`src/eth_rx_consts.svh`:
```
`ifndef ETH_RX_CONSTS_SVH
`define ETH_RX_CONSTS_SVH

// ------------------------------------------------------------
// stream geometry
// ------------------------------------------------------------
// 64-byte beat, ethernet + ipv4 + udp header fills lanes 0..41
`define ETH_BUS_BYTES     64
`define ETH_HDR_BYTES     42
// payload bytes left in the first beat after the header
`define ETH_LEFT_BYTES    22
`define ETH_UDP_HDR_BYTES 8

// protocol numbers
`define ETH_TYPE_IPV4     16'h0800
`define ETH_PROTO_UDP     8'd17

// connection table, one id per slot
`define CONN_ENTRIES      8
`define CONN_ID_BITS      3

`endif
```
`src/eth_rx_pkg.sv`:
```
`include "eth_rx_consts.svh"

package eth_rx_pkg;

  // slot index into the connection table
  typedef logic [`CONN_ID_BITS-1:0] conn_id_t;

  // our own addressing, static after setup
  typedef struct packed {
    logic [47:0] mac;
    logic [31:0] ip;
    logic [15:0] port;
  } conn_cfg_t;

  // remote end of a connection
  typedef struct packed {
    logic [31:0] ip;
    logic [15:0] port;
  } conn_key_t;

  // input beat, lane 0 is the first byte on the wire
  typedef struct packed {
    logic [`ETH_BUS_BYTES-1:0][7:0] data;
    logic [`ETH_BUS_BYTES-1:0]      strb;
    logic                           last;
  } rx_beat_t;

  // realigned payload beat
  typedef struct packed {
    logic [`ETH_BUS_BYTES-1:0][7:0] data;
    logic [`ETH_BUS_BYTES-1:0]      strb;
    logic                           last;
    conn_id_t                       conn_id;
    // only meaningful on the beat with last set
    logic                           length_ok;
  } pay_beat_t;

  // activate set adds the key, clear removes it
  typedef struct packed {
    conn_key_t key;
    logic      activate;
  } ctrl_req_t;

  typedef struct packed {
    logic ack;
    logic full;
  } ctrl_resp_t;

endpackage

```
`src/eth_rx_top.sv`:
```
`timescale 1ns/100ps

module eth_rx_top
  import eth_rx_pkg::*;
(
  input  logic       aclk,
  input  logic       aresetn,
  // receive stream, always accepted
  input  logic       in_valid,
  input  rx_beat_t   in_beat,
  // own addressing
  input  conn_cfg_t  cfg,
  // connection table control
  input  logic       ctrl_valid,
  input  ctrl_req_t  ctrl_req,
  output logic       ctrl_resp_valid,
  output ctrl_resp_t ctrl_resp,
  // realigned payload
  output logic       out_valid,
  output pay_beat_t  out_beat
);

  logic        hdr_ok;
  conn_key_t   src_key;
  logic [15:0] pay_len;
  logic        lookup_hit;
  conn_id_t    lookup_id;

  // ------------------------------------------------------------
  // header checks and source lookup, same cycle as the beat
  // ------------------------------------------------------------
  hdr_filter hdr_filter_i (
    .beat    (in_beat),
    .cfg     (cfg),
    .hdr_ok  (hdr_ok),
    .src_key (src_key),
    .pay_len (pay_len)
  );

  conn_table conn_table_i (
    .aclk            (aclk),
    .aresetn         (aresetn),
    .ctrl_valid      (ctrl_valid),
    .ctrl_req        (ctrl_req),
    .ctrl_resp_valid (ctrl_resp_valid),
    .ctrl_resp       (ctrl_resp),
    .lookup_key      (src_key),
    .lookup_hit      (lookup_hit),
    .lookup_id       (lookup_id)
  );

  // shift payload to lane 0
  payload_realign payload_realign_i (
    .aclk       (aclk),
    .aresetn    (aresetn),
    .in_valid   (in_valid),
    .in_beat    (in_beat),
    .hdr_ok     (hdr_ok),
    .lookup_hit (lookup_hit),
    .lookup_id  (lookup_id),
    .pay_len    (pay_len),
    .out_valid  (out_valid),
    .out_beat   (out_beat)
  );

endmodule

```
`src/payload_realign.sv`:
```
`timescale 1ns/100ps
`include "eth_rx_consts.svh"

module payload_realign
  import eth_rx_pkg::*;
(
  input  logic        aclk,
  input  logic        aresetn,
  input  logic        in_valid,
  input  rx_beat_t    in_beat,
  input  logic        hdr_ok,
  input  logic        lookup_hit,
  input  conn_id_t    lookup_id,
  input  logic [15:0] pay_len,
  output logic        out_valid,
  output pay_beat_t   out_beat
);

  typedef enum logic {
    ST_IDLE,
    ST_PKT
  } state_t;

  state_t state;
  logic   prev_last;
  logic   flush_pend;

  // upper lanes of the previous beat, payload still to be sent
  logic [`ETH_LEFT_BYTES-1:0][7:0] left_data;
  logic [`ETH_LEFT_BYTES-1:0]      left_strb;
  logic [15:0]                     exp_len;
  logic [15:0]                     byte_cnt;
  conn_id_t                        conn_id_q;

  logic        first_beat;
  logic        accept;
  logic        mid_beat;
  logic        tail_strb;
  logic [6:0]  beat_bytes;
  logic [15:0] cnt_sum;

  // ------------------------------------------------------------
  // beat classification
  // ------------------------------------------------------------
  assign first_beat = in_valid && prev_last;
  assign accept     = first_beat && hdr_ok && lookup_hit;
  // in ST_PKT every beat is a continuation
  assign mid_beat   = (state == ST_PKT) && in_valid;
  // bytes past the header lanes need one more output beat
  assign tail_strb  = |in_beat.strb[`ETH_BUS_BYTES-1:`ETH_HDR_BYTES];
  assign beat_bytes = 7'($countones(in_beat.strb));
  assign cnt_sum    = byte_cnt + 16'(beat_bytes);

  // ------------------------------------------------------------
  // packet state
  // ------------------------------------------------------------
  always_ff @(posedge aclk) begin
    if (!aresetn) begin
      state      <= ST_IDLE;
      prev_last  <= 1'b1;
      flush_pend <= 1'b0;
      out_valid  <= 1'b0;
    end else begin
      if (in_valid) begin
        prev_last <= in_beat.last;
      end
      // flush and continuation never fall in the same cycle
      out_valid  <= flush_pend || mid_beat;
      flush_pend <= (accept && in_beat.last) ||
                    (mid_beat && in_beat.last && tail_strb);
      case (state)
        ST_IDLE: begin
          if (accept && !in_beat.last) begin
            state <= ST_PKT;
          end
        end
        default: begin
          if (mid_beat && in_beat.last) begin
            state <= ST_IDLE;
          end
        end
      endcase
    end
  end

  // ------------------------------------------------------------
  // datapath
  // ------------------------------------------------------------
  always_ff @(posedge aclk) begin
    // per-packet context from the first beat
    if (accept) begin
      left_data <= in_beat.data[`ETH_BUS_BYTES-1:`ETH_HDR_BYTES];
      left_strb <= in_beat.strb[`ETH_BUS_BYTES-1:`ETH_HDR_BYTES];
      byte_cnt  <= 16'(beat_bytes) - 16'(`ETH_HDR_BYTES);
      exp_len   <= pay_len;
      conn_id_q <= lookup_id;
    end else if (mid_beat) begin
      left_data <= in_beat.data[`ETH_BUS_BYTES-1:`ETH_HDR_BYTES];
      left_strb <= in_beat.strb[`ETH_BUS_BYTES-1:`ETH_HDR_BYTES];
      byte_cnt  <= cnt_sum;
    end

    if (flush_pend) begin
      // stored bytes alone, reads the context before a new accept lands
      out_beat.data[`ETH_LEFT_BYTES-1:0]              <= left_data;
      out_beat.data[`ETH_BUS_BYTES-1:`ETH_LEFT_BYTES] <= '0;
      out_beat.strb[`ETH_LEFT_BYTES-1:0]              <= left_strb;
      out_beat.strb[`ETH_BUS_BYTES-1:`ETH_LEFT_BYTES] <= '0;
      out_beat.last      <= 1'b1;
      out_beat.length_ok <= (byte_cnt == exp_len);
      out_beat.conn_id   <= conn_id_q;
    end else if (mid_beat) begin
      // stored bytes first, then header lanes of this beat
      out_beat.data[`ETH_LEFT_BYTES-1:0]              <= left_data;
      out_beat.data[`ETH_BUS_BYTES-1:`ETH_LEFT_BYTES] <= in_beat.data[`ETH_HDR_BYTES-1:0];
      out_beat.strb[`ETH_LEFT_BYTES-1:0]              <= left_strb;
      out_beat.strb[`ETH_BUS_BYTES-1:`ETH_LEFT_BYTES] <= in_beat.strb[`ETH_HDR_BYTES-1:0];
      out_beat.last      <= in_beat.last && !tail_strb;
      out_beat.length_ok <= in_beat.last && !tail_strb && (cnt_sum == exp_len);
      out_beat.conn_id   <= conn_id_q;
    end
  end

endmodule

```
`src/conn_table.sv`:
```
`timescale 1ns/100ps
`include "eth_rx_consts.svh"

module conn_table
  import eth_rx_pkg::*;
(
  input  logic       aclk,
  input  logic       aresetn,
  input  logic       ctrl_valid,
  input  ctrl_req_t  ctrl_req,
  output logic       ctrl_resp_valid,
  output ctrl_resp_t ctrl_resp,
  input  conn_key_t  lookup_key,
  output logic       lookup_hit,
  output conn_id_t   lookup_id
);

  logic [`CONN_ENTRIES-1:0] used;
  conn_key_t                keys [`CONN_ENTRIES];

  logic     ctrl_hit;
  conn_id_t ctrl_idx;
  logic     free_hit;
  conn_id_t free_idx;
  logic     add_new;

  // ------------------------------------------------------------
  // slot search for control and lookup
  // ------------------------------------------------------------
  always_comb begin
    ctrl_hit   = 1'b0;
    ctrl_idx   = '0;
    lookup_hit = 1'b0;
    lookup_id  = '0;
    for (int i = 0; i < `CONN_ENTRIES; i++) begin
      // a key lives in one slot at most
      if (used[i] && keys[i] == ctrl_req.key) begin
        ctrl_hit = 1'b1;
        ctrl_idx = conn_id_t'(i);
      end
      if (used[i] && keys[i] == lookup_key) begin
        lookup_hit = 1'b1;
        lookup_id  = conn_id_t'(i);
      end
    end
    // walk downwards so the lowest free slot wins
    free_hit = 1'b0;
    free_idx = '0;
    for (int i = `CONN_ENTRIES - 1; i >= 0; i--) begin
      if (!used[i]) begin
        free_hit = 1'b1;
        free_idx = conn_id_t'(i);
      end
    end
  end

  // new key with room for it
  assign add_new = ctrl_valid && ctrl_req.activate && !ctrl_hit && free_hit;

  // ------------------------------------------------------------
  // updates and registered response
  // ------------------------------------------------------------
  always_ff @(posedge aclk) begin
    if (!aresetn) begin
      used            <= '0;
      ctrl_resp_valid <= 1'b0;
      ctrl_resp       <= '0;
    end else begin
      ctrl_resp_valid <= ctrl_valid;
      if (ctrl_valid) begin
        if (ctrl_req.activate) begin
          // present already, or stored now, or no room
          ctrl_resp.ack  <= ctrl_hit || free_hit;
          ctrl_resp.full <= !ctrl_hit && !free_hit;
          if (add_new) begin
            used[free_idx] <= 1'b1;
          end
        end else begin
          // remove, nack when the key is absent
          ctrl_resp.ack  <= ctrl_hit;
          ctrl_resp.full <= 1'b0;
          if (ctrl_hit) begin
            used[ctrl_idx] <= 1'b0;
          end
        end
      end
    end
  end

  // key storage
  always_ff @(posedge aclk) begin
    if (add_new) begin
      keys[free_idx] <= ctrl_req.key;
    end
  end

endmodule

```
`src/hdr_filter.sv`:
```
`timescale 1ns/100ps
`include "eth_rx_consts.svh"

module hdr_filter
  import eth_rx_pkg::*;
(
  input  rx_beat_t    beat,
  input  conn_cfg_t   cfg,
  output logic        hdr_ok,
  output conn_key_t   src_key,
  output logic [15:0] pay_len
);

  logic [47:0] dst_mac;
  logic [15:0] eth_type;
  logic [3:0]  ip_ver;
  logic [7:0]  ip_proto;
  logic [31:0] src_ip;
  logic [31:0] dst_ip;
  logic [15:0] src_port;
  logic [15:0] dst_port;
  logic [15:0] udp_len;
  logic        strb_ok;

  // ------------------------------------------------------------
  // field extraction, big-endian across lanes
  // ------------------------------------------------------------
  // ethernet: dst mac 0..5, src mac 6..11, ethertype 12..13
  assign dst_mac  = {beat.data[0], beat.data[1], beat.data[2],
                     beat.data[3], beat.data[4], beat.data[5]};
  assign eth_type = {beat.data[12], beat.data[13]};
  // ipv4 starts at lane 14, version in the upper nibble
  assign ip_ver   = beat.data[14][7:4];
  assign ip_proto = beat.data[23];
  assign src_ip   = {beat.data[26], beat.data[27], beat.data[28], beat.data[29]};
  assign dst_ip   = {beat.data[30], beat.data[31], beat.data[32], beat.data[33]};
  // udp starts at lane 34, checksum in 40..41 is not used
  assign src_port = {beat.data[34], beat.data[35]};
  assign dst_port = {beat.data[36], beat.data[37]};
  assign udp_len  = {beat.data[38], beat.data[39]};

  // every header lane must carry a byte
  assign strb_ok = &beat.strb[`ETH_HDR_BYTES-1:0];

  // ------------------------------------------------------------
  // acceptance, qualified with first beat downstream
  // ------------------------------------------------------------
  assign hdr_ok = strb_ok &&
                  (dst_mac  == cfg.mac) &&
                  (eth_type == `ETH_TYPE_IPV4) &&
                  (ip_ver   == 4'd4) &&
                  (ip_proto == `ETH_PROTO_UDP) &&
                  (dst_ip   == cfg.ip) &&
                  (dst_port == cfg.port);

  // remote end goes to the connection lookup
  assign src_key.ip   = src_ip;
  assign src_key.port = src_port;

  // udp length counts its own 8-byte header
  assign pay_len = udp_len - 16'(`ETH_UDP_HDR_BYTES);

endmodule

```
`config.mk`:
```
export PLATFORM = sky130hd
export DESIGN_NAME = eth_rx_top
export DESIGN_NICKNAME = d
export VERILOG_FILES = /design/src/eth_rx_pkg.sv /design/src/eth_rx_top.sv /design/src/payload_realign.sv /design/src/conn_table.sv /design/src/hdr_filter.sv
export VERILOG_INCLUDE_DIRS = /design/src /design/src/src
export SDC_FILE = /design/constraint.sdc
export NUM_CORES = 2
export LEC_CHECK = 0
export BUFFER_PORTS_ARGS = -buffer_cell sky130_fd_sc_hd__buf_2
export CAP_MARGIN = 30
export CORE_AREA = 2 2 510 512
export DETAILED_ROUTE_END_ITERATION = 10
export DIE_AREA = 0 0 512 514
export PLACE_DENSITY_LB_ADDON = 0.05
export SYNTH_ARGS = -nofsm -noshare
export SYNTH_HDL_FRONTEND = slang
export SYNTH_SLANG_ARGS = --single-unit
```
`constraint.sdc`:
```
create_clock -name aclk -period 14.03 [get_ports aclk]
set_input_delay 0.7015 -clock aclk [delete_from_list [all_inputs] [get_ports aclk]]
set_output_delay 0.7015 -clock aclk [all_outputs]
set_load 0.1 [all_outputs]
```
==> flow_summary.yaml <==
synth:
  yosysWarnings: 0
  syn_nets: 5720
  synth_seq_cells: 1213
  synth_edf_count: 819
  avgSynthCellArea_sq_um: 11.4
  syn_area_sq_um: 55500
  yosys_most_used_dff: "edfxtp_1"
  yosysSeqAreaShare: 0.585
  syn_inst: 4869
  synthArstFlopShare: 0
  synth_cell_type_count: 84
detailed_routing:
  num_vias: 44593
  drt-total-wl_mm: 329
  wl_met2_mm: 154
  drc_errors: 0
  drtIter0Drc: 3778
  drtAntennaViolNets: 0
  met1Wirelength_mm: 140
  top_layer: "met5"
  routedWlPerCell_um: 33.3
  firstDrtPassIters: 8
  post_drt_via_cell_ratio: 4.51
  wl_met3_mm: 21.7
timing:
  fin_crit_sh: 0.583
  fmax_ghz: 0.122
  slew-limit-headroom: 0.329
  fin_worst_skew_ps: 56.5
  maxSlewViolCount: 0
  finalHoldViolations: 0
  min_period_ps: 8180
  tns_ps: 0
  setup_viol: 0
  rsz0062_at_grt: "false"
  worstMarginPinSlew_ps: 1010
clock_network:
  cts.reportedPaths.clkPinSlew_ps: 60
  clock-root-buffer: "clkbuf_16"
  htree_levels: 4
  numCtsBuffers: 161
  clk_latency_ps: 820
  clock-sinks: 1213
  post-cts-setup-buffer-count: 0
  cts_hold_buf: 126
  cts_tree: "done"
  cts.path.max_buffers: 3
  post_cts_resized: 0
cells_and_area:
  drive_gt1_frac: 0.261
  final_nets: 7175
  final_cell_area_sq_um: 72500
  area_growth_pct: 30.7
status:
  outcome: "complete, no violations"
critical_path:
  worst-path-max-fanout: 5
  cp_data_required_time_ps: 14640
  path_class: "primary input to flop"
  cp-start-kind: "primary input"
  r2r_slack_ps: 8760
  arrival_ps: 8790
  cp-end-kind: "flop"
power:
  vdd_drop_max_uv: 929
  power.leakage_uw: 0.0280
  powerDensity_nw_per_um2: 209
placement:
  place.gp.congestion: 0.916
  dpl-instance-area_sq_um: 66000
  portBuffers: 1310
  dp_hpwl_mm: 246
global_route:
  grt_max_degree: 138
  grt.total_usage: 0.241
  first_global_vias: 43922
  grt_pass1_wl_mm: 425
  antenna_found_initial: 144
  overflow: 0
die:
  start_util: 0.215
  coreArea_sq_um: 258000
  die_area_sq_um: 263000
  top_level_ports: 1311
  die_x_um: 512
  die_h_um: 514
  std_cell_rows: 187
flow_run:
  drv_cap: 0
hold_path:
  hp-class: "primary input to flop"
[layer usage]
metal  track usage  vias up
met5             0        -
met4        0.0898       38
met3        0.0586      546
met2         0.395     1854
met1         0.307    22319
li1              -    19836
[worst paths after layout]
path,from,end,depth (start not counted)
setup / recovery,in_beat[51],payload_realign_i.out_beat[0]$_DFFE_PP_,27
hold / removal,in_beat[561],payload_realign_i.left_data[160]$_DFFE_PP_,1
setup reg to reg,conn_table_i.keys[1][46]$_DFFE_PP_,payload_realign_i.left_data[117]$_DFFE_PP_,10
hold reg to reg,payload_realign_i.out_beat[377]$_SDFFE_PP0P_,payload_realign_i.out_beat[377]$_SDFFE_PP0P_,2
[cell usage after synthesis, types with 5 or more instances]
cell         n  area (sq um)
o221ai_1    10          87.6
buf_4       30           225
o22ai_1     15          93.8
nor2b_1     36           225
dfxtp_1    394          7890
o2111ai_1   15           131
o21ai_1      5          25.0
nand2_1    830          3120
fa_1        61          1220
edfxtp_1   819         24600
nor4_2       5          62.6
o21ai_0     24           120
clkbuf_1   148           556
and2_1     208          1300
nand4_1    185          1160
nor4_1     144           901
nand4b_1     9          78.8
and3_1       6          37.5
a2111o_1     6          67.6
xor2_1     350          3070
nor3_1      33           165
xnor2_1    468          4100
ha_1        64           801
nand3_1     50           250
a21oi_1    410          2050
nor2_1      43           161
nand2b_1    92           576
buf_1        5          18.8
buf_6       11           124
inv_1      200           751
and4_1       8          70.1
a2111oi_0    6          52.6
or4_1       13          97.6
nor4b_1     14           123
buf_2       57           285
[critical path, cell delays in order]
cell	delay [ps]
dlygate4sd3_1	540
buf_2	130
inv_1	40
ha_1	270
inv_1	50
fa_1	600
fa_1	500
fa_1	520
fa_1	580
fa_1	440
fa_1	400
fa_1	530
inv_1	70
ha_1	270
a21o_1	150
a21oi_1	220
o21bai_1	90
a21oi_1	470
inv_1	140
ha_1	390
xnor2_1	390
nor3_1	80
a311oi_1	260
nand4_1	110
nor4_1	380
o2111ai_1	200
o31ai_1	250
[layout by cell type, fill, tap and decap left out, types with 16 or more instances in the layout]
cell           netlist  layout
buf_4               30      99
xor2_1             350     350
dfxtp_1            394     393
clkbuf_16            0     164
a21oi_1            410     410
xnor2_1            468     468
dlygate4sd3_1        0     126
clkinv_1             1      20
o21ai_0             24      24
clkbuf_8             0      16
nand4_1            185     185
nor2b_1             36      36
nand3_1             50      50
buf_2               57    1312
ha_1                64      64
nor4_1             144     140
nand2b_1            92      91
diode_2              0      36
nand2_1            830     828
and2_1             208     207
clkbuf_1           148      41
nor3_1              33      32
nor2_1              43      40
clkinv_2             0      26
edfxtp_1           819     819
inv_1              200     200
fa_1                61      61
[cell type report]
class | count | area [sq um]
Tap cell | 3402 | 4260
Multi-Input combinational cell | 3204 | 21100
Timing Repair Buffer | 1543 | 8730
Inverter | 201 | 754
Clock buffer | 221 | 4480
Fill cell | 27364 | 186000
Sequential cell | 1213 | 32500
Clock inverter | 66 | 599
Antenna cell | 36 | 90.1
[logic make-up after synthesis]
family | share of synthesized area
muxes | 0.000744
DFF | 0.585
xor gates and xnor gates | 0.130
buffers and inverters | 0.0354
and+or+nand+nor | 0.155
AOI/OAI and AO/OA | 0.0577
adders and majority gates | 0.0364
[per-stage QoR]
stage               total power (uW)  setup slack (ps)  hold slack, ps  instances  utilization
global placement               11300              5590             439       9430        0.256
floorplan                       9490              6280             433       4869            -
CTS                            15300              5890          0.0721       9846        0.280
detailed placement             11200              5570             443       9433        0.256
global route                   16200              5430            13.3       9871        0.281
finish                         15200              5850            82.5       9886        0.281
[report_power, final]
group / total (uW) / leakage, uW / switching (uW) / internal, uW
Combinational: 6990 / 0.0146 / 4240 / 2740
Clock: 4060 / 0.00248 / 1790 / 2270
Sequential: 4130 / 0.0109 / 60.6 / 4070
[sequential cells by signal, indices dropped and copies added, names as in the netlist]
| name | cells |
|---|---|
| payload_realign_i.left_strb | 22 |
| payload_realign_i.state | 1 |
| conn_table_i.ctrl_resp_valid | 1 |
| payload_realign_i.exp_len | 16 |
| payload_realign_i.left_data | 176 |
| payload_realign_i.byte_cnt | 16 |
| payload_realign_i.out_beat | 581 |
| payload_realign_i.out_valid | 1 |
| conn_table_i.keys | 384 |
| payload_realign_i.conn_id_q | 3 |
| conn_table_i.used | 8 |
| conn_table_i.ctrl_resp | 2 |
| payload_realign_i.prev_last | 1 |
| payload_realign_i.flush_pend | 1 |
(Power assumes the default switching activity.)
